## src/be_pkg.sv

```systemverilog
// back-end package: widths, memory and CSR encodings, stage payload structs

package be_pkg;

  localparam int XLEN        = 32;
  localparam int GPR_ADDR_WD = 5;
  localparam int CSR_ADDR_WD = 12;

  typedef enum logic [1:0] {
    MEM_NONE = 2'd0,
    MEM_LW   = 2'd1,
    MEM_SW   = 2'd2
  } mem_op_e;

  // standard machine-mode addresses
  typedef enum logic [CSR_ADDR_WD-1:0] {
    CSR_MSTATUS = 12'h300,
    CSR_MTVEC   = 12'h305,
    CSR_MEPC    = 12'h341,
    CSR_MCAUSE  = 12'h342
  } csr_addr_e;

  typedef struct packed {
    logic [XLEN-1:0]        pc;
    logic [XLEN-1:0]        inst;
    mem_op_e                mem_op;
    // also the load/store address
    logic [XLEN-1:0]        alu_result;
    logic [XLEN-1:0]        store_data;
    logic                   gpr_wen;
    logic [GPR_ADDR_WD-1:0] rd;
    logic                   csr_wen;
    logic [CSR_ADDR_WD-1:0] csr;
    logic [XLEN-1:0]        csr_wdata;
  } ex_to_ms_t;

  typedef struct packed {
    logic [XLEN-1:0]        pc;
    logic [XLEN-1:0]        inst;
    logic                   gpr_wen;
    logic [GPR_ADDR_WD-1:0] rd;
    logic [XLEN-1:0]        gpr_result;
    logic                   csr_wen;
    logic [CSR_ADDR_WD-1:0] csr;
    logic [XLEN-1:0]        csr_result;
  } ms_to_ws_t;

  typedef struct packed {
    logic                   gpr_wen;
    logic [GPR_ADDR_WD-1:0] gpr_waddr;
    logic [XLEN-1:0]        gpr_wdata;
    logic                   csr_wen;
    logic [CSR_ADDR_WD-1:0] csr_waddr;
    logic [XLEN-1:0]        csr_wdata;
  } ws_to_rf_t;

  typedef struct packed {
    logic                   valid;
    logic [XLEN-1:0]        pc;
    logic [XLEN-1:0]        inst;
    logic                   gpr_wen;
    logic [GPR_ADDR_WD-1:0] rd;
    logic [XLEN-1:0]        gpr_data;
  } commit_t;

  typedef struct packed {
    logic            cyc;
    logic            stb;
    logic            we;
    logic [XLEN-1:0] adr;
    logic [XLEN-1:0] dat_w;
  } wb_req_t;

endpackage

```

## src/csr_file.sv

```systemverilog
// machine CSR file: mstatus, mtvec, mepc and mcause

module csr_file (
  input  logic                           i_clk,
  input  logic                           i_rst_n,
  input  be_pkg::ws_to_rf_t              i_wr,
  input  logic [be_pkg::CSR_ADDR_WD-1:0] i_raddr,
  output logic [be_pkg::XLEN-1:0]        o_rdata
);

  import be_pkg::*;

  logic [XLEN-1:0] mstatus;
  logic [XLEN-1:0] mtvec;
  logic [XLEN-1:0] mepc;
  logic [XLEN-1:0] mcause;

  always_ff @(posedge i_clk or negedge i_rst_n) begin
    if (!i_rst_n) begin
      mstatus <= '0;
      mtvec   <= '0;
      mepc    <= '0;
      mcause  <= '0;
    end else if (i_wr.csr_wen) begin
      case (i_wr.csr_waddr)
        CSR_MSTATUS: mstatus <= i_wr.csr_wdata;
        CSR_MTVEC:   mtvec   <= i_wr.csr_wdata;
        CSR_MEPC:    mepc    <= i_wr.csr_wdata;
        CSR_MCAUSE:  mcause  <= i_wr.csr_wdata;
        // other addresses dropped
        default: ;
      endcase
    end
  end

  always_comb begin
    case (i_raddr)
      CSR_MSTATUS: o_rdata = mstatus;
      CSR_MTVEC:   o_rdata = mtvec;
      CSR_MEPC:    o_rdata = mepc;
      CSR_MCAUSE:  o_rdata = mcause;
      default:     o_rdata = '0;
    endcase
  end

endmodule

```

## config.mk

```make
export PLATFORM = sky130hd
export DESIGN_NAME = csr_file
export DESIGN_NICKNAME = d
export VERILOG_FILES = /design/src/be_pkg.sv /design/src/csr_file.sv
export SDC_FILE = /design/constraint.sdc
export NUM_CORES = 1
export LEC_CHECK = 0
export BUFFER_PORTS_ARGS = -buffer_cell sky130_fd_sc_hd__clkbuf_2
export CAP_MARGIN = 20
export CORE_MARGIN = 8
export CORE_UTILIZATION = 33
export CTS_CLUSTER_DIAMETER = 60
export CTS_CLUSTER_SIZE = 10
export DETAILED_ROUTE_END_ITERATION = 12
export SKIP_CTS_REPAIR_TIMING = 1
export SYNTH_ARGS = -nofsm -noshare
export SYNTH_HDL_FRONTEND = slang
export SYNTH_SLANG_ARGS = --single-unit
```

## constraint.sdc

```tcl
create_clock -name i_clk -period 1.4 [get_ports i_clk]
set_input_delay 0.07 -clock i_clk [delete_from_list [all_inputs] [get_ports i_clk]]
set_output_delay 0.07 -clock i_clk [all_outputs]
set_load 0.01 [all_outputs]
```

==> impl_metrics.ini <==
[status]
status = complete, but fails checks
violations = negative setup slack

[layout]
drive_above_1_share_pct = 51.58
mostFrequentLayoutCells = 128 x dfrtp_1, 65 x clkbuf_2, 64 x and3b_1
nNetsFinal = 786
layout_commonest_cell = dfrtp_1
fin_area_sq_um = 9201
diodes = 0
stdcell_count = 963
syn2layout_area_growth_pct = 40.29

[critical_path]
worstPathMaxFanout = 2
end_kind = output port
cp_num_buf_inv = 1
cp_cell_sequence = nor3b_4, o21ai_2, a21oi_2, buf_2
crit_type = reg -> out
cp_slowest_cell = dfrtp_1
cp.arrival_ns = 1.39
critPathLaunchType = flip-flop
crit_family = flip-flops
crit_required_ns = 1.33
max_stage_delay_ns = 0.36

[timing]
finalCritPeriodShare_pct = 104.3
rsz0062_at_grt = yes
hold_viol_final = 0
worst_pin_slew_ns = 0.4086
setup_tns_ns = -0.4007
setup_viol = 19
final.min_clock_period_ns = 1.460
slew_violations = 0
slew_headroom_pct = 72.76
worst_slack_ns = -0.06009
fmax_mhz = 684.9
skew_ns = 0

[floorplanning]
io_pins = 129
die_h_um = 157.0
initial_core_util_pct = 33.70
rows = 51
core_sq_um = 19460
die_area_sq_um = 24640
die_w_um = 157.0

[detailed_routing]
vias = 4861
ant_nets = 0
avgRoutedWirePerCell_um = 18.73
drc = 0
wirelength_mm = 18.04
vias_per_cell = 5.048
drt-pass1-iter-count = 4
drt_iter0_drc = 250

[clocking]
cts.root.buffer_cell = clkbuf_16
htree_levels = 4
cts_buffers = 17
clock_sinks = 128
cts_tree = yes
cts_buffer_depth = 2
insertion_delay_ns = 0.41
cts.clk_slew.worst_paths_ns = 0.05

[placed_design]
place_area_sq_um = 7834
post-place-ws_ns = -0.3564
hpwlAfterDp_mm = 11.04
gp_congestion = 0.7823
port_buffers = 90
dp_cells = 884

[yosys]
syn_nets = 643
yosysUniqueCellTypes = 22
synth_area_leaders = dfrtp_1 49%, mux2_2 20%, and3b_1 8.5%, o21ai_0 4.9%, nor3b_1 3.7%
ys_warn_count = 0
synthCells = 546
synth_seq_area_share_pct = 48.84
avgSynthCellArea_sq_um = 12.01
synth_seq_cells = 128
netlist_area_sq_um = 6559
yosysTopAreaCellShare_pct = 48.84
yosys.area.top_type = dfrtp_1

[power_and_ir_drop]
power.switching_uw = 1910
ir_drop_v = 0.0007833
p_per_area_nw_per_um2 = 987.9
total_power_uw = 9090
p_sw_share_pct = 21.01
total_leakage_power_uw = 0.004572
power.share.sequential_pct = 41.0
p_clk_share_pct = 52.3
p_comb_share_pct = 6.7
p_int_uw = 7181

[grt]
grt_usage_pct = 14.76
grt_pass1_vias = 5050
antenna_found_initial = 0
grt_remaining_overflow = 0
grt_pass1_wl_mm = 28.20
grt_max_degree = 57

[worst_hold_path]
min_path_type = in -> async

[job]
cap_violations = 0
## power by group through the flow
stage	registers (uW)	logic, uW	clock network (uW)
final	3730	613	4750
after CTS	3730	512	4830
after detailed placement	3790	510	0
after global placement	3790	495	0
after global routing	3730	668	4990
after floorplan	3790	173	0
## state kept, by name, indices dropped and copies added, names as in the netlist
signal and cells:
mtvec 32, mstatus 32, mepc 32, mcause 32
## cells by family (layout without fill, tap and decap cells)
group	count (synthesis)	count (layout)	share of synthesized area, %
buf+inv	49	201	3.663
compound gates	96	96	7.325
mux	128	128	21.98
simple gates	145	145	18.20
flops	128	128	48.84
## worst paths after layout
path / start / endpoint / slack, ns / depth (start not counted)
max: mstatus[0] / o_rdata[0] / -0.06 / 4
min: i_rst_n / mtvec[27] / 0.14 / 2
max reg2reg: mstatus[0] / mstatus[0] / 0.46 / 2
min reg2reg: mstatus[31] / mstatus[31] / 0.48 / 1
max in group asynchronous: i_rst_n / mtvec[10] / 0.68 / 3
min in group i_clk: i_wr[34] / mepc[26] / 0.34 / 5
## layout make-up
cell class                      count  area [sq um]
Clock inverter                      7         160.2
Tap cell                          265         331.6
Clock buffer                       21         460.4
Timing Repair Buffer              173          1403
Fill cell                        1746         10260
Multi-Input combinational cell    369          3643
Sequential cell                   128          3203
## cell usage after synthesis (all sizes together)
cell / n
a21oi: 32
and3: 32
and3b: 64
buf: 12
clkbuf: 37
dfrtp: 128
mux2: 128
nand2: 2
nand3b: 1
nand4bb: 1
nor2: 1
nor2b: 1
nor3b: 32
nor4: 4
nor4b: 2
o21ai: 64
or2: 1
or3: 1
or3b: 2
or4b: 1
## metal layers
| metal | track usage, % | routed length [um] | up-vias |
|---|---|---|---|
| li1 | - | - | 2275 |
| met1 | 18.93 | 8228 | 2463 |
| met2 | 23.80 | 8650 | 101 |
| met3 | 4.360 | 875 | 22 |
| met4 | 3.936 | 282 | 0 |
| met5 | 0 | 0 | - |
## metrics by stage
step                      utilization (%)  hold slack (ns)
final                               47.28           0.1382
after global routing                47.28           0.1670
after CTS                           43.44          -0.4273
after detailed placement            40.25          0.01417
after global placement              40.25          0.01050
after floorplan                         -          -0.2256
Note: power is estimated with default switching activity, not from simulation.
