## config.mk

```make
export PLATFORM = sky130hd
export DESIGN_NAME = wb_stage
export DESIGN_NICKNAME = d
export VERILOG_FILES = /design/src/be_pkg.sv /design/src/wb_stage.sv
export SDC_FILE = /design/constraint.sdc
export NUM_CORES = 1
export LEC_CHECK = 0
export BUFFER_PORTS_ARGS = -buffer_cell sky130_fd_sc_hd__buf_2
export CAP_MARGIN = 25
export CORE_MARGIN = 10
export CORE_UTILIZATION = 29
export CTS_BUF_LIST = sky130_fd_sc_hd__clkbuf_4 sky130_fd_sc_hd__clkbuf_8
export DETAILED_ROUTE_END_ITERATION = 7
export GPL_TIMING_DRIVEN = 0
export PLACE_DENSITY = 0.65
export SYNTH_ARGS = -nofsm -noshare
export SYNTH_HDL_FRONTEND = slang
export SYNTH_SLANG_ARGS = --single-unit
```

## constraint.sdc

```tcl
create_clock -name i_clk -period 2.7 [get_ports i_clk]
set_input_delay 0.405 -clock i_clk [delete_from_list [all_inputs] [get_ports i_clk]]
set_output_delay 0.405 -clock i_clk [all_outputs]
set_load 0.1 [all_outputs]
```

## src/be_pkg.sv

```systemverilog
// back-end package: widths, memory and CSR encodings, stage payload structs

package be_pkg;

  localparam int XLEN        = 32;
  localparam int GPR_ADDR_WD = 5;
  localparam int CSR_ADDR_WD = 12;

  typedef enum logic [1:0] {
    MEM_NONE = 2'd0,
    MEM_LW   = 2'd1,
    MEM_SW   = 2'd2
  } mem_op_e;

  // standard machine-mode addresses
  typedef enum logic [CSR_ADDR_WD-1:0] {
    CSR_MSTATUS = 12'h300,
    CSR_MTVEC   = 12'h305,
    CSR_MEPC    = 12'h341,
    CSR_MCAUSE  = 12'h342
  } csr_addr_e;

  typedef struct packed {
    logic [XLEN-1:0]        pc;
    logic [XLEN-1:0]        inst;
    mem_op_e                mem_op;
    // also the load/store address
    logic [XLEN-1:0]        alu_result;
    logic [XLEN-1:0]        store_data;
    logic                   gpr_wen;
    logic [GPR_ADDR_WD-1:0] rd;
    logic                   csr_wen;
    logic [CSR_ADDR_WD-1:0] csr;
    logic [XLEN-1:0]        csr_wdata;
  } ex_to_ms_t;

  typedef struct packed {
    logic [XLEN-1:0]        pc;
    logic [XLEN-1:0]        inst;
    logic                   gpr_wen;
    logic [GPR_ADDR_WD-1:0] rd;
    logic [XLEN-1:0]        gpr_result;
    logic                   csr_wen;
    logic [CSR_ADDR_WD-1:0] csr;
    logic [XLEN-1:0]        csr_result;
  } ms_to_ws_t;

  typedef struct packed {
    logic                   gpr_wen;
    logic [GPR_ADDR_WD-1:0] gpr_waddr;
    logic [XLEN-1:0]        gpr_wdata;
    logic                   csr_wen;
    logic [CSR_ADDR_WD-1:0] csr_waddr;
    logic [XLEN-1:0]        csr_wdata;
  } ws_to_rf_t;

  typedef struct packed {
    logic                   valid;
    logic [XLEN-1:0]        pc;
    logic [XLEN-1:0]        inst;
    logic                   gpr_wen;
    logic [GPR_ADDR_WD-1:0] rd;
    logic [XLEN-1:0]        gpr_data;
  } commit_t;

  typedef struct packed {
    logic            cyc;
    logic            stb;
    logic            we;
    logic [XLEN-1:0] adr;
    logic [XLEN-1:0] dat_w;
  } wb_req_t;

endpackage

```

## src/wb_stage.sv

```systemverilog
// write-back stage: commits one item per cycle to the register files

module wb_stage (
  input  logic                           i_clk,
  input  logic                           i_rst_n,
  // from memory stage
  input  logic                           i_ms_to_ws_valid,
  input  be_pkg::ms_to_ws_t              i_ms_to_ws_bus,
  output logic                           o_ws_allowin,
  // register write bus
  output be_pkg::ws_to_rf_t              o_ws_to_rf,
  // debug commit
  output be_pkg::commit_t                o_commit,
  // hazard destinations
  output logic [be_pkg::GPR_ADDR_WD-1:0] o_ws_gpr_rd,
  output logic [be_pkg::CSR_ADDR_WD-1:0] o_ws_csr_rd
);

  import be_pkg::*;

  logic      ws_valid;
  logic      ws_ready_go;
  ms_to_ws_t ws_bus;
  logic      ws_gpr_wen;
  logic      ws_csr_wen;

  // last stage, never stalls
  assign ws_ready_go  = 1'b1;
  assign o_ws_allowin = !ws_valid || ws_ready_go;

  always_ff @(posedge i_clk or negedge i_rst_n) begin
    if (!i_rst_n) begin
      ws_valid <= 1'b0;
    end else if (o_ws_allowin) begin
      ws_valid <= i_ms_to_ws_valid;
    end
  end

  always_ff @(posedge i_clk) begin
    if (i_ms_to_ws_valid && o_ws_allowin) begin
      ws_bus <= i_ms_to_ws_bus;
    end
  end

  assign ws_gpr_wen = ws_valid && ws_bus.gpr_wen;
  assign ws_csr_wen = ws_valid && ws_bus.csr_wen;

  always_comb begin
    o_ws_to_rf.gpr_wen   = ws_gpr_wen;
    o_ws_to_rf.gpr_waddr = ws_bus.rd;
    o_ws_to_rf.gpr_wdata = ws_bus.gpr_result;
    o_ws_to_rf.csr_wen   = ws_csr_wen;
    o_ws_to_rf.csr_waddr = ws_bus.csr;
    o_ws_to_rf.csr_wdata = ws_bus.csr_result;
  end

  always_comb begin
    o_commit.valid    = ws_valid;
    o_commit.pc       = ws_bus.pc;
    o_commit.inst     = ws_bus.inst;
    o_commit.gpr_wen  = ws_gpr_wen;
    o_commit.rd       = ws_bus.rd;
    o_commit.gpr_data = ws_bus.gpr_result;
  end

  assign o_ws_gpr_rd = ws_gpr_wen ? ws_bus.rd : '0;
  assign o_ws_csr_rd = ws_csr_wen ? ws_bus.csr : '0;

  assert property (@(posedge i_clk) disable iff (!i_rst_n) !$isunknown(ws_valid));

endmodule

```

==> flow_metrics.py <==
metrics = {
    "worst_setup_path": {
        "worstPathRequired_ns": 2.30,
        "critPathKind": "register to primary output",
        "endpoint_kind": "primary output",
        "startpoint_type": "register",
        "cp_max_fo": 11,
        "critical_path_arrival_ns": 1.77,
    },
    "pwr": {
        "p_sw_frac": 0.433,
        "peakVddDrop_mv": 0.386,
        "power_switching_uw": 2980,
        "power_frac_clock": 0.237,
        "seqPwrFrac": 0.408,
        "power.density_nw_per_um2": 806,
        "power_leakage_uw": 0.00408,
        "internal_power_uw": 3890,
        "pwr-share-comb": 0.354,
    },
    "drt": {
        "drc": 0,
        "ant_nets": 0,
        "first_pass_iters": 4,
        "via_count": 3751,
        "viasPerCell": 3.69,
        "drt_iter0_drc": 172,
        "wire_per_inst_um": 16.3,
        "wirelength_um": 16600,
    },
    "cts": {
        "numCtsBuffers": 17,
        "cts_tree": "yes",
        "ctsRootBufferMaster": "clkbuf_8",
        "cts_sinks": 148,
        "clk_pin_slew_ns": 0.10,
        "cts_buffer_depth": 2,
        "htreeDepth": 4,
        "post_cts_buffers": 0,
    },
    "yosys": {
        "yosys-top-cells-area": "edfxtp_1 (74%), buf_4 (23%), and3_2 (1.1%), and3_1 (0.83%), dfrtp_1 (0.42%)",
        "ys_ff_latch": 148,
        "synth_common_cells": "buf_4 (187), edfxtp_1 (147), and3_2 (9), and3_1 (8), and2_2 (2)",
        "async_reset_ff_frac": 0.00676,
        "synth_area_per_cell_um2": 16.8,
        "synth_flop_cell": "edfxtp_1",
        "syn_nets": 507,
        "synth-edff-count": 147,
        "yosysTopAreaCell": "edfxtp_1",
        "ys_seq_area_frac": 0.740,
        "synth_cell_types": 9,
        "synth.top_cell.area_share": 0.736,
        "synth_area_um2": 6000,
        "yosysMostFrequentCell": "buf_4",
        "synth.yosys.warnings": 0,
        "syn_inst": 357,
    },
    "sta": {
        "fin_hold_ws_ns": 0.131,
        "relSlewSlack": 0.545,
        "layout_min_cycle_time_ns": 2.18,
        "worst_pin_slew_ns": 0.682,
        "hold_viol_final": 0,
        "setup_slack_ns": 0.521,
        "rsz0062_at_grt": "no",
        "fmax_ghz": 0.459,
        "post-route-period-util": 0.807,
        "setup_viol": 0,
        "slew_violations": 0,
    },
    "die": {
        "dieArea_um2": 26800,
        "ios": 354,
        "fp.dieH_um": 164,
        "start_util": 0.295,
        "rows": 52,
        "die_w_um": 164,
        "core_area_um2": 20300,
    },
    "job": {
        "cap_viol_max_count": 0,
    },
    "final_layout": {
        "fin_cells": 1016,
        "layout-drive-gt1-share": 0.787,
        "syn_to_final_growth_pct": 42.1,
        "nets": 880,
    },
    "global_route": {
        "grt_pass1_vias": 4085,
        "grt_usage": 0.118,
        "grt_pass1_wl_um": 23600,
        "antenna_found_initial": 9,
        "gr-total-overflow": 0,
        "grt_max_degree": 78,
    },
    "status": {
        "outcome": "completed",
    },
    "place": {
        "port_buffers": 352,
        "dp.cells": 980,
        "hpwl_um": 13700,
        "gp_congestion": 0.867,
        "place_ws_ns": 0.951,
    },
    "hold_path": {
        "hp-class": "input pin to register",
    },
}
==> worst paths after layout <==
kind	start	to	cells after the start
setup / recovery	ws_valid$_DFF_PN0_	o_commit[37]	4
hold / removal	i_ms_to_ws_bus[123]	o_commit[78]$_DFFE_PP_	1
max in group asynchronous	i_rst_n	ws_valid$_DFF_PN0_	2
min in group asynchronous	i_rst_n	ws_valid$_DFF_PN0_	2
==> power by group through the flow <==
stage / Sequential [uW] / Combinational, uW / Clock (uW)
2_1_floorplan: 2830 / 2060 / 0
3_3_place_gp: 2860 / 2440 / 0
3_5_place_dp: 2860 / 2450 / 0
4_1_cts: 2810 / 2460 / 1710
5_1_grt: 2830 / 2510 / 1810
6_report: 2800 / 2430 / 1630
==> logic make-up after synthesis <==
logic type,share of synthesized area
and+or+nand+nor,0.0221
other,0.000625
buffers and inverters,0.237
DFF,0.740
==> through the flow <==
step           TNS, ns  total power, uW  cell area (um^2)  utilization
2_1_floorplan        0             4890              6000            -
3_3_place_gp    -86.99             5300              8100        0.399
3_5_place_dp         0             5310              8130        0.400
4_1_cts              0             6970              8510        0.419
5_1_grt              0             7150              8520        0.420
6_report             0             6870              8520        0.420
==> worst max-delay path, cell delays in order, from the launching register on <==
cell and delay, ns:
dfrtp_1 0.51, buf_6 0.17, and2_2 0.15, buf_4 0.09, buf_2 0.41
==> layout make-up <==
cell class / instances / area, um^2
Buffer: 189 / 1420
Clock inverter: 15 / 139
Sequential cell: 148 / 4440
Antenna cell: 3 / 7.51
Tap cell: 270 / 338
Clock buffer: 17 / 234
Timing Repair Buffer: 354 / 1810
Multi-Input combinational cell: 20 / 136
Fill cell: 1900 / 11800
==> state kept, by name, indices dropped and copies added (netlist names) <==
register,flops
ws_valid,1
o_ws_to_rf,44
ws_bus,2
o_commit,101
==> metal layers <==
metal,GRT usage,vias up,wire length [um]
li1,-,1815,-
met1,0.113,1681,5580
met2,0.201,229,8330
met3,0.0743,20,2380
met4,0.0496,6,263
met5,0,-,38
==> timing repair <==
action                                 in CTS  in global routing
endpoints found under the hold margin       1                  0
hold buffers                                1                  0
resized for setup                           0                  0
==> placed cells by master (no fill, tap or decap) <==
cell type / Yosys / final
clkinv_2: 0 / 2
clkinv_8: 0 / 1
and3_1: 8 / 8
edfxtp_1: 147 / 147
clkbuf_2: 1 / 1
conb_1: 1 / 1
clkinvlp_4: 0 / 2
buf_2: 0 / 351
dfrtp_1: 1 / 1
clkbuf_8: 0 / 17
and3_2: 9 / 9
inv_6: 0 / 5
and2_2: 2 / 2
buf_6: 1 / 2
buf_4: 187 / 187
inv_8: 0 / 4
buf_16: 0 / 1
diode_2: 0 / 3
dlygate4sd3_1: 0 / 1
clkinv_4: 0 / 1
(Power assumes the default switching activity.)
