==> src/be_pkg.sv <==
// back-end package: widths, memory and CSR encodings, stage payload structs

package be_pkg;

  localparam int XLEN        = 32;
  localparam int GPR_ADDR_WD = 5;
  localparam int CSR_ADDR_WD = 12;

  typedef enum logic [1:0] {
    MEM_NONE = 2'd0,
    MEM_LW   = 2'd1,
    MEM_SW   = 2'd2
  } mem_op_e;

  // standard machine-mode addresses
  typedef enum logic [CSR_ADDR_WD-1:0] {
    CSR_MSTATUS = 12'h300,
    CSR_MTVEC   = 12'h305,
    CSR_MEPC    = 12'h341,
    CSR_MCAUSE  = 12'h342
  } csr_addr_e;

  typedef struct packed {
    logic [XLEN-1:0]        pc;
    logic [XLEN-1:0]        inst;
    mem_op_e                mem_op;
    // also the load/store address
    logic [XLEN-1:0]        alu_result;
    logic [XLEN-1:0]        store_data;
    logic                   gpr_wen;
    logic [GPR_ADDR_WD-1:0] rd;
    logic                   csr_wen;
    logic [CSR_ADDR_WD-1:0] csr;
    logic [XLEN-1:0]        csr_wdata;
  } ex_to_ms_t;

  typedef struct packed {
    logic [XLEN-1:0]        pc;
    logic [XLEN-1:0]        inst;
    logic                   gpr_wen;
    logic [GPR_ADDR_WD-1:0] rd;
    logic [XLEN-1:0]        gpr_result;
    logic                   csr_wen;
    logic [CSR_ADDR_WD-1:0] csr;
    logic [XLEN-1:0]        csr_result;
  } ms_to_ws_t;

  typedef struct packed {
    logic                   gpr_wen;
    logic [GPR_ADDR_WD-1:0] gpr_waddr;
    logic [XLEN-1:0]        gpr_wdata;
    logic                   csr_wen;
    logic [CSR_ADDR_WD-1:0] csr_waddr;
    logic [XLEN-1:0]        csr_wdata;
  } ws_to_rf_t;

  typedef struct packed {
    logic                   valid;
    logic [XLEN-1:0]        pc;
    logic [XLEN-1:0]        inst;
    logic                   gpr_wen;
    logic [GPR_ADDR_WD-1:0] rd;
    logic [XLEN-1:0]        gpr_data;
  } commit_t;

  typedef struct packed {
    logic            cyc;
    logic            stb;
    logic            we;
    logic [XLEN-1:0] adr;
    logic [XLEN-1:0] dat_w;
  } wb_req_t;

endpackage

==> src/mem_stage.sv <==
// memory stage: holds one item, runs a Wishbone word access for loads and stores

module mem_stage (
  input  logic                          i_clk,
  input  logic                          i_rst_n,
  // from execute
  input  logic                          i_ex_valid,
  input  be_pkg::ex_to_ms_t             i_ex_bus,
  output logic                          o_ms_allowin,
  // to write-back
  output logic                          o_ms_to_ws_valid,
  output be_pkg::ms_to_ws_t             o_ms_to_ws_bus,
  input  logic                          i_ws_allowin,
  // wishbone master
  output be_pkg::wb_req_t               o_wb_req,
  input  logic                          i_wb_ack,
  input  logic [be_pkg::XLEN-1:0]       i_wb_dat_r,
  // hazard destination
  output logic [be_pkg::GPR_ADDR_WD-1:0] o_ms_gpr_rd
);

  import be_pkg::*;

  logic            ms_valid;
  ex_to_ms_t       ms_bus;
  logic            ms_ready_go;
  logic            ms_is_mem;
  logic            ms_acc_done;
  logic [XLEN-1:0] ms_rdata_r;
  logic [XLEN-1:0] ms_ld_data;

  assign ms_is_mem    = (ms_bus.mem_op != MEM_NONE);
  // ack marks the access finished, the done flag covers a stalled hand-off
  assign ms_ready_go  = !ms_is_mem || i_wb_ack || ms_acc_done;
  assign o_ms_allowin = !ms_valid || (ms_ready_go && i_ws_allowin);

  always_ff @(posedge i_clk or negedge i_rst_n) begin
    if (!i_rst_n) begin
      ms_valid <= 1'b0;
    end else if (o_ms_allowin) begin
      ms_valid <= i_ex_valid;
    end
  end

  always_ff @(posedge i_clk) begin
    if (i_ex_valid && o_ms_allowin) begin
      ms_bus <= i_ex_bus;
    end
  end

  // ack seen while write-back refused the item
  always_ff @(posedge i_clk or negedge i_rst_n) begin
    if (!i_rst_n) begin
      ms_acc_done <= 1'b0;
    end else if (o_ms_allowin) begin
      ms_acc_done <= 1'b0;
    end else if (i_wb_ack) begin
      ms_acc_done <= 1'b1;
    end
  end

  always_ff @(posedge i_clk) begin
    if (i_wb_ack) begin
      ms_rdata_r <= i_wb_dat_r;
    end
  end

  always_comb begin
    o_wb_req.cyc   = ms_valid && ms_is_mem && !ms_acc_done;
    o_wb_req.stb   = o_wb_req.cyc;
    o_wb_req.we    = (ms_bus.mem_op == MEM_SW);
    o_wb_req.adr   = ms_bus.alu_result;
    o_wb_req.dat_w = ms_bus.store_data;
  end

  assign ms_ld_data = ms_acc_done ? ms_rdata_r : i_wb_dat_r;

  assign o_ms_to_ws_valid = ms_valid && ms_ready_go;

  always_comb begin
    o_ms_to_ws_bus.pc         = ms_bus.pc;
    o_ms_to_ws_bus.inst       = ms_bus.inst;
    o_ms_to_ws_bus.gpr_wen    = ms_bus.gpr_wen;
    o_ms_to_ws_bus.rd         = ms_bus.rd;
    o_ms_to_ws_bus.gpr_result = (ms_bus.mem_op == MEM_LW) ? ms_ld_data : ms_bus.alu_result;
    o_ms_to_ws_bus.csr_wen    = ms_bus.csr_wen;
    o_ms_to_ws_bus.csr        = ms_bus.csr;
    o_ms_to_ws_bus.csr_result = ms_bus.csr_wdata;
  end

  assign o_ms_gpr_rd = (ms_valid && ms_bus.gpr_wen) ? ms_bus.rd : '0;

  // strobe only inside a bus cycle
  assert property (@(posedge i_clk) disable iff (!i_rst_n)
    $rose(o_wb_req.stb) |-> o_wb_req.cyc);

  // request held steady until the slave answers
  assert property (@(posedge i_clk) disable iff (!i_rst_n)
    (o_wb_req.cyc && !i_wb_ack) |=> (o_wb_req.cyc && $stable(o_wb_req.adr)));

endmodule

==> config.mk <==
export PLATFORM = sky130hd
export DESIGN_NAME = mem_stage
export DESIGN_NICKNAME = d
export VERILOG_FILES = /design/src/be_pkg.sv /design/src/mem_stage.sv
export SDC_FILE = /design/constraint.sdc
export NUM_CORES = 1
export LEC_CHECK = 0
export ABC_AREA = 1
export BUFFER_PORTS_ARGS = -buffer_cell sky130_fd_sc_hd__buf_2
export CORE_AREA = 3 3 169 171
export CTS_BUF_LIST = sky130_fd_sc_hd__clkbuf_4
export DETAILED_ROUTE_END_ITERATION = 8
export DIE_AREA = 0 0 172 174
export PLACE_DENSITY_LB_ADDON = 0.25
export REMOVE_ABC_BUFFERS = 1
export SLEW_MARGIN = 5
export SYNTH_ARGS = -nofsm -noshare
export SYNTH_HDL_FRONTEND = slang
export SYNTH_SLANG_ARGS = --single-unit
==> constraint.sdc <==
create_clock -name i_clk -period 10.65 [get_ports i_clk]
set_clock_uncertainty 0.05 [all_clocks]
set_input_delay 1.5975 -clock i_clk [delete_from_list [all_inputs] [get_ports i_clk]]
set_output_delay 1.5975 -clock i_clk [all_outputs]
set_load 0.02 [all_outputs]
==> run summary <==
In the routed design, unresolved DRC markers number 0. The number of buffers on the longest clock path came out at 3. The remaining antenna violation count came out at 0. Entering global routing, the biggest net connects 182 pins. The leakage power total is ~4.5 nW. Setup total negative slack on the finished layout was measured at 0 ps. The run finished with clean final reports. The die covers 0.0299 mm^2.

The critical path in this run is classified as in -> out. The root buffer cell chosen for the clock tree is sky130_fd_sc_hd__clkbuf_4. The count of port buffers added during placement is 438.

Setup violations remaining at the end of the flow were counted as 0. The number of nets in the layout is between 1000 and 1500. The depth of the worst register-to-register path is 6.

The transition time of the tightest slew-check pin came out at between 1000 and 1500 ps. The maximum level of the CTS H-tree is 2. The number of antenna violations at the first check in global routing is 10. The clock net sink count is 215. The insertion delay to the later sink of the worst-skew pair is 660 ps.

Static timing analysis puts the maximum clock frequency at ~220 MHz. The detail-routed via count per cell came out at approximately 4.2. After detailed placement, the design holds a cell count of 1156. The critical register-to-register path endpoint is o_wb_req[33]. The total of hold buffers inserted after clock tree synthesis is 0. The worst setup path is captured at an output pin. TritonCTS built the clock tree. The routability-driven placement congestion ratio came out at between 0.7 and 0.8. The overflow left after global routing is 0.

After synthesis the netlist holds a flip-flop and latch count of ~220. At the worst endpoint, the required time is 9000 ps. For this configuration, the core starts out at a cell density of 31.9%.

The post-cts gate resize count came out at 0. The sequential fraction of the synthesis area is between 70% and 80%. The share of cells above drive strength 1 came out at approximately three fifths.

For this run, the detailed router's first-pass iteration total came to 4. VDD sags by at most ~98 uV. The average cell area after synthesis came out at approximately 15 um^2.

The power density normalized to cell area is roughly 180 mW/mm^2. The final cycle utilization of the critical path is 42.3%. The number of I/O pins is 439. The final max-slew violation count came out at 0.

The area of the mapped netlist came out at around 0.0086 mm^2. The max-capacitance violation count came out at 0. The clock-pin slew on the worst setup and hold paths came out at around 60 ps.

The count of final hold-check violations is 0. The tightest min-delay check is of the in -> async type. In this run the worst path has a maximum fanout of 34. The floorplan has 60 rows. The number of global-route vias before repair was approximately 5600. Across all register-to-register paths, the minimum setup slack is 7770 ps. Setup repair after global routing left no endpoint under its margin. The clock buffer count from CTS is 58. The width of the chip came out at between 150 and 200 um. The worst slack after detailed placement came out at around 6100 ps. Measured against its own limit, the worst slew margin works out to around 18%. The relative area change from synthesis to final layout came out at 22.7%. In this run the vertical extent of the chip is about 170 um. The first-pass GRT wire length is around 33 mm.

The final critical path time including I/O delays and setup is 4510 ps. The standard cell core area is around 0.027 mm^2. The HPWL reported at the end of detailed placement came out at 17.2 mm. The overall global routing resource usage came out at around 15%. The launch instance of the worst register-to-register path is ms_bus[115]. The first-iteration detailed-routing DRC count came out at between 200 and 250.

The total number of yosys warnings is 0. The worst path setup slack after routing came out at ~6100 ps. The buffer count from post-CTS setup fixing came out at 0.

The routed wirelength normalized by instance count came out at 18.6 um. The total detailed-routing wirelength is 23.4 mm. The number of standard cells after synthesis is 570.

Summing over every cut layer, the via total after detailed routing is between 5000 and 6000. Counting distinct cell types in the post-synthesis netlist gives 18. The data arrival at the endpoint of the critical path came out at 2860 ps.

For this run, the number of standard cells in the final layout without fillers is 1258. The worst setup path is launched from an input port. The source of the critical timing path is i_wb_ack.
## stage by stage
stage	instance area [um^2]	utilization (%)	total power, mW	hold WS, ps
after CTS	10600	39.1	2.00	578
after global placement	9850	36.4	1.26	686
after floorplan	7180	-	1.15	508
after global routing	10600	39.2	2.05	586
after detailed placement	9850	36.4	1.26	680
final	10600	39.2	1.95	676
## flip-flops by register name, summed over array words and instances (netlist names)
signal and cells:
ms_bus 2, ms_acc_done 1, o_ms_to_ws_bus 115, ms_valid 1, o_wb_req 64, ms_rdata_r 32
## cell usage after synthesis, drive strengths merged
| cell type | n | share of area (%) |
|---|---|---|
| inv | 13 | 0.57 |
| edfxtp | 213 | 74 |
| o211ai | 1 | 0.087 |
| nor3 | 1 | 0.058 |
| nor2 | 40 | 1.8 |
| clkbuf | 8 | 0.42 |
| dfrtp | 2 | 0.58 |
| nand2 | 6 | 0.29 |
| buf | 188 | 16 |
| o21ai | 96 | 5.6 |
| a21oi | 2 | 0.12 |
## power breakdown
group	internal, mW	switching [mW]
logic	0.0721	0.152
registers	0.995	0.0164
clock network	0.391	0.328
total	1.46	0.496
## kinds of logic (layout without fill, tap and decap cells)
kind of cell           after synthesis  in the layout  synth area share (%)
DFF                                215            215                  74.7
buffers and inverters              209            554                  17.3
and+or+nand+nor                     47             47                  2.18
other                                0              2                     0
AOI/OAI and AO/OA                   99             99                  5.77
## layout make-up
type,instances,area [um^2]
Antenna cell,2,5.00
Clock buffer,93,698
Clock inverter,7,35.0
Fill cell,2679,16400
Inverter,13,48.8
Multi-Input combinational cell,146,697
Sequential cell,215,6450
Tap cell,341,427
Timing Repair Buffer,441,2230
## worst max path at each step
stage / end / slack, ps
floorplan: ms_bus[115] / -700
global placement: o_ms_to_ws_valid / 6090
detailed placement: o_ms_to_ws_valid / 6080
CTS: o_ms_to_ws_valid / 6070
global route: o_ms_allowin / 6010
finish: o_ms_to_ws_valid / 6140
## metal layers
metal  share of wire, %  global-route usage [%]  wire length [um]
met5               0.44                       0               103
met4                2.6                    5.29               599
met3                 13                    7.55              2930
met2                 49                    25.6             11600
met1                 35                    15.5              8180
## cell usage in the layout, fill, tap and decap left out
master	Yosys	final
sky130_fd_sc_hd__clkinv_1	0	5
sky130_fd_sc_hd__o21ai_0	65	65
sky130_fd_sc_hd__clkbuf_4	0	93
sky130_fd_sc_hd__edfxtp_1	213	213
sky130_fd_sc_hd__o21ai_1	31	31
sky130_fd_sc_hd__buf_2	5	438
sky130_fd_sc_hd__buf_12	0	1
sky130_fd_sc_hd__buf_4	180	2
sky130_fd_sc_hd__inv_2	2	2
sky130_fd_sc_hd__nand2_2	1	1
sky130_fd_sc_hd__inv_1	11	11
sky130_fd_sc_hd__nor3_1	1	1
sky130_fd_sc_hd__a21oi_4	0	1
sky130_fd_sc_hd__a21oi_1	2	1
sky130_fd_sc_hd__nand2_1	5	5
sky130_fd_sc_hd__diode_2	0	2
sky130_fd_sc_hd__o211ai_1	1	1
sky130_fd_sc_hd__nor2_4	1	1
sky130_fd_sc_hd__clkinvlp_4	0	1
sky130_fd_sc_hd__nor2_1	39	39
sky130_fd_sc_hd__dfrtp_1	2	2
sky130_fd_sc_hd__inv_6	0	1
## worst max-delay path, cell delays in order
cell and delay [ps]:
sky130_fd_sc_hd__buf_2 630, sky130_fd_sc_hd__nor2_1 130, sky130_fd_sc_hd__a21oi_1 270, sky130_fd_sc_hd__buf_2 210
Note: power is estimated with default switching activity, not from simulation.
