==> src/be_pkg.sv <==
// back-end package: widths, memory and CSR encodings, stage payload structs

package be_pkg;

  localparam int XLEN        = 32;
  localparam int GPR_ADDR_WD = 5;
  localparam int CSR_ADDR_WD = 12;

  typedef enum logic [1:0] {
    MEM_NONE = 2'd0,
    MEM_LW   = 2'd1,
    MEM_SW   = 2'd2
  } mem_op_e;

  // standard machine-mode addresses
  typedef enum logic [CSR_ADDR_WD-1:0] {
    CSR_MSTATUS = 12'h300,
    CSR_MTVEC   = 12'h305,
    CSR_MEPC    = 12'h341,
    CSR_MCAUSE  = 12'h342
  } csr_addr_e;

  typedef struct packed {
    logic [XLEN-1:0]        pc;
    logic [XLEN-1:0]        inst;
    mem_op_e                mem_op;
    // also the load/store address
    logic [XLEN-1:0]        alu_result;
    logic [XLEN-1:0]        store_data;
    logic                   gpr_wen;
    logic [GPR_ADDR_WD-1:0] rd;
    logic                   csr_wen;
    logic [CSR_ADDR_WD-1:0] csr;
    logic [XLEN-1:0]        csr_wdata;
  } ex_to_ms_t;

  typedef struct packed {
    logic [XLEN-1:0]        pc;
    logic [XLEN-1:0]        inst;
    logic                   gpr_wen;
    logic [GPR_ADDR_WD-1:0] rd;
    logic [XLEN-1:0]        gpr_result;
    logic                   csr_wen;
    logic [CSR_ADDR_WD-1:0] csr;
    logic [XLEN-1:0]        csr_result;
  } ms_to_ws_t;

  typedef struct packed {
    logic                   gpr_wen;
    logic [GPR_ADDR_WD-1:0] gpr_waddr;
    logic [XLEN-1:0]        gpr_wdata;
    logic                   csr_wen;
    logic [CSR_ADDR_WD-1:0] csr_waddr;
    logic [XLEN-1:0]        csr_wdata;
  } ws_to_rf_t;

  typedef struct packed {
    logic                   valid;
    logic [XLEN-1:0]        pc;
    logic [XLEN-1:0]        inst;
    logic                   gpr_wen;
    logic [GPR_ADDR_WD-1:0] rd;
    logic [XLEN-1:0]        gpr_data;
  } commit_t;

  typedef struct packed {
    logic            cyc;
    logic            stb;
    logic            we;
    logic [XLEN-1:0] adr;
    logic [XLEN-1:0] dat_w;
  } wb_req_t;

endpackage

==> src/gpr_file.sv <==
// general register file, 31 storage words plus hard-wired x0

module gpr_file (
  input  logic                           i_clk,
  input  logic                           i_rst_n,
  input  be_pkg::ws_to_rf_t              i_wr,
  input  logic [be_pkg::GPR_ADDR_WD-1:0] i_raddr,
  output logic [be_pkg::XLEN-1:0]        o_rdata
);

  import be_pkg::*;

  logic [XLEN-1:0] regs [1:31];

  always_ff @(posedge i_clk or negedge i_rst_n) begin
    if (!i_rst_n) begin
      for (int i = 1; i < 32; i++) begin
        regs[i] <= '0;
      end
    end else if (i_wr.gpr_wen && (i_wr.gpr_waddr != '0)) begin
      regs[i_wr.gpr_waddr] <= i_wr.gpr_wdata;
    end
  end

  // x0 reads zero
  assign o_rdata = (i_raddr == '0) ? '0 : regs[i_raddr];

endmodule

==> config.mk <==
export PLATFORM = sky130hd
export DESIGN_NAME = gpr_file
export DESIGN_NICKNAME = d
export VERILOG_FILES = /design/src/be_pkg.sv /design/src/gpr_file.sv
export SDC_FILE = /design/constraint.sdc
export NUM_CORES = 1
export LEC_CHECK = 0
export BUFFER_PORTS_ARGS = -buffer_cell sky130_fd_sc_hd__buf_2
export CAP_MARGIN = 20
export CORE_UTILIZATION = 45
export CTS_BUF_LIST = sky130_fd_sc_hd__clkbuf_4
export DETAILED_ROUTE_END_ITERATION = 7
export PLACE_DENSITY = 0.68
export SYNTH_ARGS = -nofsm -noshare
export SYNTH_HDL_FRONTEND = slang
export SYNTH_SLANG_ARGS = --single-unit
==> constraint.sdc <==
create_clock -name i_clk -period 3.3 [get_ports i_clk]
set_clock_uncertainty 0.05 [all_clocks]
set_input_delay 0.33 -clock i_clk [delete_from_list [all_inputs] [get_ports i_clk]]
set_output_delay 0.33 -clock i_clk [all_outputs]
set_load 0.005 [all_outputs]
==> results of run 1 <==
## power groups by stage
stage	combinational, uW	sequential (uW)	clock (uW)
4_1_cts	5030	15700	11200
2_1_floorplan	3780	15500	0
5_1_grt	5430	16000	11800
3_5_place_dp	4950	15900	0
3_3_place_gp	4820	15800	0
6_report	4970	15700	10900
## critical path, delay by kind of cell, from the launching register on
kind | cells | cell delay, ns
multiplexers | 1 | 0.47
flip-flops | 1 | 0.38
buffers and inverters | 2 | 0.30
AO/OA/AOI/OAI | 1 | 0.26
AND/OR/NAND/NOR | 2 | 0.24
## routing by layer
layer | global-route usage | vias to the layer above
met5 | 0 | -
met4 | 0.0871 | 0
met3 | 0.0369 | 196
met2 | 0.370 | 649
met1 | 0.329 | 15000
li1 | - | 12300
## Yosys cell counts (3+ instances only)
library cell,number,area share
a211oi_1,32,0.0053
a21oi_1,32,0.0035
a221o_1,32,0.0071
a22oi_1,32,0.0053
buf_1,6,0.00050
buf_2,139,0.015
buf_4,11,0.0018
buf_6,15,0.0037
clkbuf_1,146,0.012
dfrtp_1,992,0.55
mux2_1,83,0.021
mux2_2,941,0.23
mux2i_1,320,0.071
mux4_2,64,0.032
nand2_1,14,0.0012
nand2b_1,7,0.00097
nand4b_1,3,0.00058
nor2_1,13,0.0011
nor2b_1,37,0.0051
nor3_1,66,0.0073
nor4_1,32,0.0044
o22ai_1,128,0.018
or3_1,3,0.00041
## kinds of logic after synthesis
logic type / Yosys count
AOI/OAI and AO/OA: 256
buffers and inverters: 319
and+or+nand+nor: 187
DFF: 992
muxes: 1408
## what timing repair did
action,4_1_cts,5_1_grt
gates resized for setup,4,1
pin swaps,0,0
setup buffers,0,0
hold buffers,45,0
hold endpoints to repair,1984,0
setup endpoints to repair,3,1
## worst min-delay path by stage
stage	endpoint	slack [ns]	cells past startpoint
final	regs[267]$_DFFE_PN0P_	0.30	3
after detailed placement	regs[576]$_DFFE_PN0P_	0.24	1
after global placement	regs[576]$_DFFE_PN0P_	0.25	1
after global routing	regs[492]$_DFFE_PN0P_	0.24	3
after floorplan	regs[0]$_DFFE_PN0P_	-0.02	0
after CTS	regs[635]$_DFFE_PN0P_	0.21	3
## final cells by class
class | instances | share of cell area
multi-input cells | 1851 | 0.373
repair buffers | 256 | 0.0476
diodes | 9 | 0.000438
clock inverters | 39 | 0.00503
clock buffers | 408 | 0.0595
flip-flops and latches | 992 | 0.483
well taps | 1298 | 0.0316
## per-stage QoR
| stage | hold WS (ns) | std cells | setup slack (ns) |
|---|---|---|---|
| floorplan | -0.0156 | 3162 | 1.25 |
| global placement | 0.247 | 4352 | 0.282 |
| detailed placement | 0.242 | 4352 | 0.295 |
| CTS | 0.205 | 4844 | 0.00433 |
| global route | 0.242 | 4853 | -0.0125 |
| finish | 0.302 | 4853 | 0.109 |
==> impl_metrics.csv, run 1 <==
group,metric,value,unit
status,status,"completed",
sta,setup_tns,0,ns
power_and_ir_drop,ir_drop,0.000282,V
finish,final_area,0.0514,mm2
setup_path,rr_endpoint,"regs[236]$_DFFE_PN0P_",
yosys,synthCells,3162,
sta,report.final.slew_viol_count,0,
yosys,synth-seq-cells,992,
placed_design,place_congestion,0.788,
floorplan,die-area,0.102,mm2
global_route,grt_max_degree,124,
yosys,synth-xor-area-share,0,
setup_path,worstPathMaxFanout,2,
sta,setup_viol,0,
setup_path,reg2reg_from,"regs[236]$_DFFE_PN0P_",
cts,clk_latency,1.08,ns
finish,layout_common_cells,"992 x dfrtp_1, 941 x mux2_2, 408 x clkbuf_4",
yosys,synth_ff_type,"dfrtp_1",
global_route,grt_pass1_vias,29600,
cts,cts_tree,"done",
yosys,yosys.area_share.adder,0,
power_and_ir_drop,switching_share,0.259,
setup_path,cp.arrival,2.81,ns
drt,wl_per_cell,24.4,um
drt,met3WireLength,4.81,mm
cts,cts_root_buffer,"clkbuf_4",
yosys,ys_seq_area_frac,0.547,
power_and_ir_drop,intPower,23400,uW
floorplan,num_rows,116,
finish,fin_util,0.514,
power_and_ir_drop,total_leakage_power,0.0239,uW
setup_path,reg2reg_setup_slack,1.96,ns
power_and_ir_drop,p_comb_frac,0.158,
worst_hold_path,min_from,"i_wr[56]",
finish,final_common_cell,"dfrtp_1",
sta,slew_headroom,0.456,
yosys,yosysUniqueCellTypes,34,
drt,highest_layer,"met4",
global_route,grt.overflow.total,0,
finish,multi_input_area,0.0192,mm2
sta,post-route-min-period,3.19,ns
cts,cts_sinks,992,
yosys,syn_avg_cell_area,14.3,um2
cts,cts_buffers,282,
drt,dr.pass1.iters,5,
sta,max_freq,0.313,GHz
drt,drt-initial-drc-count,1743,
drt,postRouteWirelength,118,mm
yosys,async_reset_ff_frac,1.00,
placed_design,hpwl,69.1,mm
yosys,syn_area,0.0454,mm2
setup_path,crit_path_start,"regs[547]$_DFFE_PN0P_",
setup_path,cp.required,2.92,ns
floorplan,die_w,320,um
flow_run,cap_violations,0,
floorplan,io_pins,122,
global_route,grtUsageTotal,0.235,
finish,largest_register_ffs,992,
drt,wl_met1,54.6,mm
yosys,synth-edff-count,0,
floorplan,die_height,320,um
setup_path,reg2reg_depth,2,
yosys,yosys.area_share.simple,0.0231,
yosys,synth_nets,3252,
power_and_ir_drop,p_total,31500,uW
drt,dr_wl_met2,56.0,mm
floorplan,core-area,0.100,mm2
placed_design,io_buffers,76,
power_and_ir_drop,seqPwrFrac,0.497,
setup_path,criticalPathCategory,"reg2out",
yosys,synth_compound_area_frac,0.0388,
finish,syn_to_final_growth,13.4,%
drt,via_per_inst,5.80,
drt,route.antenna.remaining_nets,0,
setup_path,critical_path.cell_chain,"mux4_2 > nor2b_1 > a211oi_1 > nor4_1 > buf_4 > buf_2",
setup_path,cpMaxStageDelayCell,"mux4_2",
setup_path,worstSetupEndpointType,"primary output",
sta,period_share,0.967,
sta,final-hold-violation-count,0,
power_and_ir_drop,power.density,613,mW/mm2
worst_hold_path,hp-class,"in2reg",
power_and_ir_drop,power_switching,8170,uW
finish,nNetsFinal,3473,
setup_path,timing.critical_path.slowest_cell_delay,0.47,ns
finish,top_register,"regs",
finish,fill_cells,8540,
global_route,grt_pass1_wl,183,mm
yosys,synth_top_family_by_area,"multiplexers",
finish,reg.largest.list,"regs x992",
placed_design,place_area,0.0476,mm2
floorplan,start_util,0.454,
setup_path,startpoint_type,"flop",
drt,drc,0,
cts,cts_buffer_depth,4,
finish,seq_area,0.0248,mm2
setup_path,cp-endpoint,"o_rdata[3]",
sta,worstMarginPinSlew,0.814,ns
drt,vias,28100,
yosys,muxShareOfSynthArea,0.357,
global_route,antenna_found_initial,2,
cts,clk_pin_slew_worst_paths,0.07,ns
cts,htreeDepth,5,
power_and_ir_drop,pwr-share-clk,0.345,
yosys,yosysWarnings,0,
finish,drive_gt1_frac,0.477,
Power figures use the tool's default switching activity.
==> inputs of run 2 (changes only) <==
BUFFER_PORTS_ARGS = -buffer_cell sky130_fd_sc_hd__buf_4   (was -buffer_cell sky130_fd_sc_hd__buf_2)
CTS_BUF_LIST = not set   (was sky130_fd_sc_hd__clkbuf_4)
CTS_CLUSTER_DIAMETER = 100   (was not set)
==> run 2 against run 1 <==
Sequential power hardly changed; worst setup slack improved by 0.18 ns; hold slack lost 0.25 ns; first-iteration DRC count rose by 12%; critical endpoint is now o_rdata[15]; die area unchanged; non-clock buffer count decreased by 36; critical path type is now in2out; maximum frequency grew 5.9%; design area shrank 0.53%; highest routed layer unchanged; clock power increased by 7%; register-to-register slack gained 0.47 ns; combinational power grew 2%; flip-flop and latch count did not move.
==> impl_metrics.csv, run 2 (synthesis gave the netlist of run 1 again) <==
group,metric,value,unit
sta,worstMarginPinSlew,1.13,ns
setup_path,criticalPathCategory,"in2out",
drt,drc,0,
floorplan,die_w,320,um
finish,top_register,"regs",
global_route,grt_max_degree,112,
sta,fin_ws,0.285,ns
drt,dr.pass1.iters,7,
setup_path,worstSetupEndpointType,"primary output",
power_and_ir_drop,ir_drop,0.000410,V
worst_hold_path,hp-class,"in2reg",
global_route,grt_pass1_wl,186,mm
floorplan,die_height,320,um
global_route,grtUsageTotal,0.241,
sta,setup_tns,0,ns
cts,cts_sinks,992,
sta,holdWs,0.0565,ns
placed_design,dp_slack,0.284,ns
finish,multi_input_area,0.0192,mm2
placed_design,placed_cells,4360,
sta,final-hold-violation-count,0,
finish,largest_register_ffs,992,
global_route,grt_pass1_vias,29600,
cts,clk_pin_slew_worst_paths,0.06,ns
sta,post-route-min-period,3.01,ns
sta,rsz0062_at_grt,"false",
placed_design,hpwl,73.0,mm
finish,final_common_cell,"dfrtp_1",
cts,cts_root_buffer,"clkbuf_16",
drt,route.antenna.remaining_nets,0,
finish,nNetsFinal,3258,
status,status,"completed",
floorplan,core-area,0.100,mm2
finish,seq_area,0.0248,mm2
finish,drive_gt1_frac,0.443,
power_and_ir_drop,total_leakage_power,0.0235,uW
floorplan,die-area,0.102,mm2
drt,postRouteWirelength,122,mm
floorplan,num_rows,116,
cts,cts_buffer_depth,3,
setup_path,startpoint_type,"input pin",
global_route,grt.overflow.total,0,
setup_path,timing.critical_path.slowest_cell_delay,0.50,ns
sta,slew_headroom,0.250,
finish,fill_cells,8169,
drt,vias,27500,
setup_path,cp.required,2.92,ns
finish,syn_to_final_growth,12.8,%
finish,layout_common_cells,"992 x dfrtp_1, 941 x mux2_2, 320 x mux2i_1",
setup_path,cpMostUsedCell,"buf_4",
cts,cts_tree,"done",
finish,instances_no_fill,4554,
setup_path,worstPathMaxFanout,49,
finish,reg.largest.list,"regs x992",
sta,period_share,0.914,
sta,max_freq,0.332,GHz
floorplan,start_util,0.454,
setup_path,critical_path.cell_chain,"buf_8 > buf_12 > buf_4 > mux2i_1 > o22ai_1 > nor3_1 > nor4_1 > buf_4 > buf_4",
flow_run,cap_violations,0,
sta,report.final.slew_viol_count,0,
setup_path,cp.arrival,2.63,ns
placed_design,io_buffers,76,
drt,wl_per_cell,26.9,um
setup_path,cpMaxStageDelayCell,"nor4_1",
drt,drt-initial-drc-count,1948,
cts,clk_latency,0.67,ns
cts,htreeDepth,3,
global_route,antenna_found_initial,2,
drt,via_per_inst,6.04,
floorplan,io_pins,122,
cts,post_cts_buffers,0,
placed_design,place_congestion,0.794,
sta,setup_viol,0,
power_and_ir_drop,power.density,635,mW/mm2
cts,cts_buffers,103,
==> run 2: changes by cell type in the layout (fill, tap and decap cells not counted), sizes merged <==
| cell | before | now |
|---|---|---|
| clkbuf | 408 | 146 |
| dlygate4sd3 | 44 | 1 |
| buf | 212 | 219 |
| diode | 9 | 3 |
| clkinv | 28 | 32 |
| bufinv | 4 | 6 |
| inv | 7 | 6 |
==> run 2: where the power goes <==
part | leakage (uW) | switching (uW) | internal, uW
combinational | 0.00907 | 2130 | 2920
clock | 0.00173 | 4880 | 6810
sequential | 0.0127 | 1230 | 14500
total | 0.0235 | 8240 | 24300
==> run 2: final timing paths <==
| kind | endpoint | slack [ns] | start | cells past startpoint |
|---|---|---|---|---|
| setup / recovery | o_rdata[15] | 0.29 | i_raddr[0] | 9 |
| hold / removal | regs[820]$_DFFE_PN0P_ | 0.06 | i_wr[65] | 2 |
| setup reg to reg | regs[637]$_DFFE_PN0P_ | 2.43 | regs[637]$_DFFE_PN0P_ | 1 |
| hold reg to reg | regs[322]$_DFFE_PN0P_ | 0.44 | regs[322]$_DFFE_PN0P_ | 1 |
| max in group asynchronous | regs[720]$_DFFE_PN0P_ | 1.87 | i_rst_n | 3 |
| min in group asynchronous | regs[64]$_DFFE_PN0P_ | 0.22 | i_rst_n | 2 |
==> run 2: layer usage <==
layer | share of wire | global-route usage | up-vias
met5 | 0 | 0 | -
met4 | 0.029 | 0.0862 | 0
met3 | 0.053 | 0.0327 | 217
met2 | 0.49 | 0.399 | 750
met1 | 0.43 | 0.326 | 14900
li1 | - | - | 11700
==> run 2: timing repair <==
action                                 in CTS  in global routing
resized for setup                           0                  0
endpoints found under the hold margin      47                  0
hold buffers                                1                  0
==> run 2: stage by stage <==
stage | power (uW) | util | area, um2
floorplan | 19300 | - | 45400
global placement | 20500 | 0.477 | 47700
detailed placement | 21000 | 0.477 | 47700
CTS | 32700 | 0.512 | 51200
global route | 33900 | 0.512 | 51200
finish | 32500 | 0.512 | 51200
==> run 2: worst max-delay path: cells and delay by family <==
kind | cells | cell delay, ns
simple gates | 2 | 0.58
buf+inv | 5 | 1.31
compound gates | 1 | 0.15
mux | 1 | 0.09
==> run 2: cell type report <==
cell class	instances	share of cell area
sequential	992	0.485
multi-input combinational	1851	0.375
clock buffer	146	0.0586
timing repair buffer	220	0.0411
tap	1298	0.0317
clock inverter	44	0.00861
antenna	3	0.000147
==> inputs of run 3 (changes only) <==
CORE_UTILIZATION = 60   (was 45)
PLACE_DENSITY = 0.75   (was 0.68)
==> run 3 against run 2 <==
Non-clock buffer count unchanged; register-to-register slack about the same; critical path depth decreased by 1; wire length decreased by 3.1%; largest cell class unchanged; maximum frequency increased by 1.1%.
==> impl_metrics.csv, run 3 (synthesis gave the netlist of run 1 again) <==
group,metric,value,unit
setup_path,cpMaxStageDelayCell,"nor4_1",
cts,post_cts_buffers,0,
placed_design,io_buffers,76,
setup_path,cp.arrival,2.60,ns
cts,cts_buffers,103,
setup_path,rr_endpoint,"regs[809]$_DFFE_PN0P_",
power_and_ir_drop,p_total,32800,uW
power_and_ir_drop,total_leakage_power,0.0235,uW
setup_path,critical_path.cell_chain,"buf_8 > buf_12 > buf_12 > mux2i_1 > a22oi_1 > a21oi_1 > nor4_1 > buf_4",
floorplan,die-area,0.0767,mm2
finish,reg.largest.list,"regs x992",
drt,drc,0,
drt,via_per_inst,6.54,
worst_hold_path,min_path_cells,2,
placed_design,place_area,0.0474,mm2
setup_path,startpoint_type,"input pin",
setup_path,cp.required,2.92,ns
finish,top_register,"regs",
floorplan,start_util,0.608,
power_and_ir_drop,pwr-share-clk,0.363,
setup_path,worstSetupEndpointType,"primary output",
finish,final_area,0.0509,mm2
sta,worstMarginPinSlew,1.04,ns
flow_run,cap_violations,0,
power_and_ir_drop,intPower,24600,uW
drt,wl_per_cell,28.0,um
sta,final-hold-violation-count,0,
drt,drt-initial-drc-count,2148,
worst_hold_path,hp-class,"in2reg",
global_route,grt.overflow.total,0,
cts,cts_tree,"done",
sta,setup_tns,0,ns
finish,layout_common_cells,"992 x dfrtp_1, 941 x mux2_2, 320 x mux2i_1",
setup_path,path_buf_inv,4,
drt,postRouteWirelength,118,mm
finish,syn_to_final_growth,12.2,%
cts,cts_buffer_depth,3,
cts,cts_root_buffer,"clkbuf_16",
global_route,grt_pass1_vias,29800,
finish,largest_register_ffs,992,
sta,max_freq,0.335,GHz
setup_path,cp_top_family,"buffers and inverters",
sta,slew_headroom,0.310,
global_route,grt_pass1_wl,183,mm
finish,final_common_cell,"dfrtp_1",
setup_path,cp.depth,8,
global_route,grt_max_degree,129,
placed_design,hpwl,72.5,mm
setup_path,timing.critical_path.slowest_cell_delay,0.67,ns
setup_path,criticalPathCategory,"in2out",
sta,report.final.slew_viol_count,0,
cts,htreeDepth,3,
sta,holdWs,0.0959,ns
setup_path,cpMostUsedCell,"buf_12",
floorplan,num_rows,100,
cts,cts_sinks,992,
setup_path,crit_path_start,"i_raddr[1]",
power_and_ir_drop,ir_drop,0.000508,V
finish,seq_area,0.0248,mm2
finish,fill_cells,5003,
setup_path,worstPathMaxFanout,44,
finish,nNetsFinal,3258,
drt,vias,27600,
finish,fin_util,0.683,
setup_path,reg2reg_from,"regs[809]$_DFFE_PN0P_",
finish,drive_gt1_frac,0.441,
setup_path,cp-endpoint,"o_rdata[22]",
power_and_ir_drop,seqPwrFrac,0.482,
floorplan,die_height,277,um
finish,multi_input_area,0.0192,mm2
cts,clk_pin_slew_worst_paths,0.06,ns
power_and_ir_drop,switching_share,0.249,
global_route,antenna_found_initial,6,
floorplan,io_pins,122,
setup_path,reg2reg_setup_slack,2.42,ns
setup_path,reg2reg_depth,1,
global_route,grtUsageTotal,0.314,
sta,rsz0062_at_grt,"false",
sta,period_share,0.904,
drt,dr.pass1.iters,5,
drt,route.antenna.remaining_nets,0,
placed_design,place_congestion,0.846,
sta,post-route-min-period,2.98,ns
floorplan,core-area,0.0746,mm2
power_and_ir_drop,power_switching,8170,uW
sta,setup_viol,0,
status,status,"completed",
power_and_ir_drop,power.density,643,mW/mm2
power_and_ir_drop,p_comb_frac,0.155,
cts,clk_latency,0.65,ns
floorplan,die_w,277,um
-- run 3: cell types whose count changed in the layout (fill, tap and decap cells not counted), sizes merged --
| cell | delta |
|---|---|
| clkinv | -11 |
| clkbuf | +7 |
| bufinv | +3 |
| diode | +1 |
-- run 3: timing repair --
item	CTS	global route
endpoints found under the hold margin	56	0
hold buffers	1	0
resized for setup	0	0
endpoints found under the setup margin	0	0
-- run 3: area by class of cell --
class,count,area share
antenna,4,0.000197
tap,969,0.0238
multi-input combinational,1851,0.377
clock buffer,153,0.0603
sequential,992,0.488
clock inverter,36,0.00862
timing repair buffer,220,0.0430
-- run 3: per-layer routing --
layer  routed length [um]  vias to the layer above  track usage  share of wire
li1                     -                    11700            -              -
met1                50200                    14900        0.431           0.42
met2                57400                      869        0.509           0.48
met3                 7570                      225       0.0570          0.064
met4                 3350                        4        0.103          0.028
met5                   27                        -            0        0.00023
-- run 3: power by group through the flow --
| stage | registers (uW) | logic, uW | clock network, uW |
|---|---|---|---|
| CTS | 15700 | 5120 | 12000 |
| global route | 16000 | 5510 | 12500 |
| finish | 15800 | 5090 | 11900 |
| floorplan | 15500 | 3780 | 0 |
| detailed placement | 15900 | 5090 | 0 |
| global placement | 15700 | 4810 | 0 |
-- run 3: worst min-delay path by stage --
stage	start	to
global route	i_wr[75]	regs[190]$_DFFE_PN0P_
floorplan	i_rst_n	regs[0]$_DFFE_PN0P_
finish	i_wr[66]	regs[629]$_DFFE_PN0P_
detailed placement	i_rst_n	regs[552]$_DFFE_PN0P_
CTS	i_wr[73]	regs[636]$_DFFE_PN0P_
global placement	i_rst_n	regs[616]$_DFFE_PN0P_
-- run 3: metrics by stage --
step           worst slack [ns]  instances
3_3_place_gp              0.311       4031
2_1_floorplan              1.25       3162
6_report                  0.317       4225
3_5_place_dp              0.374       4031
4_1_cts                   0.327       4221
5_1_grt                   0.273       4223
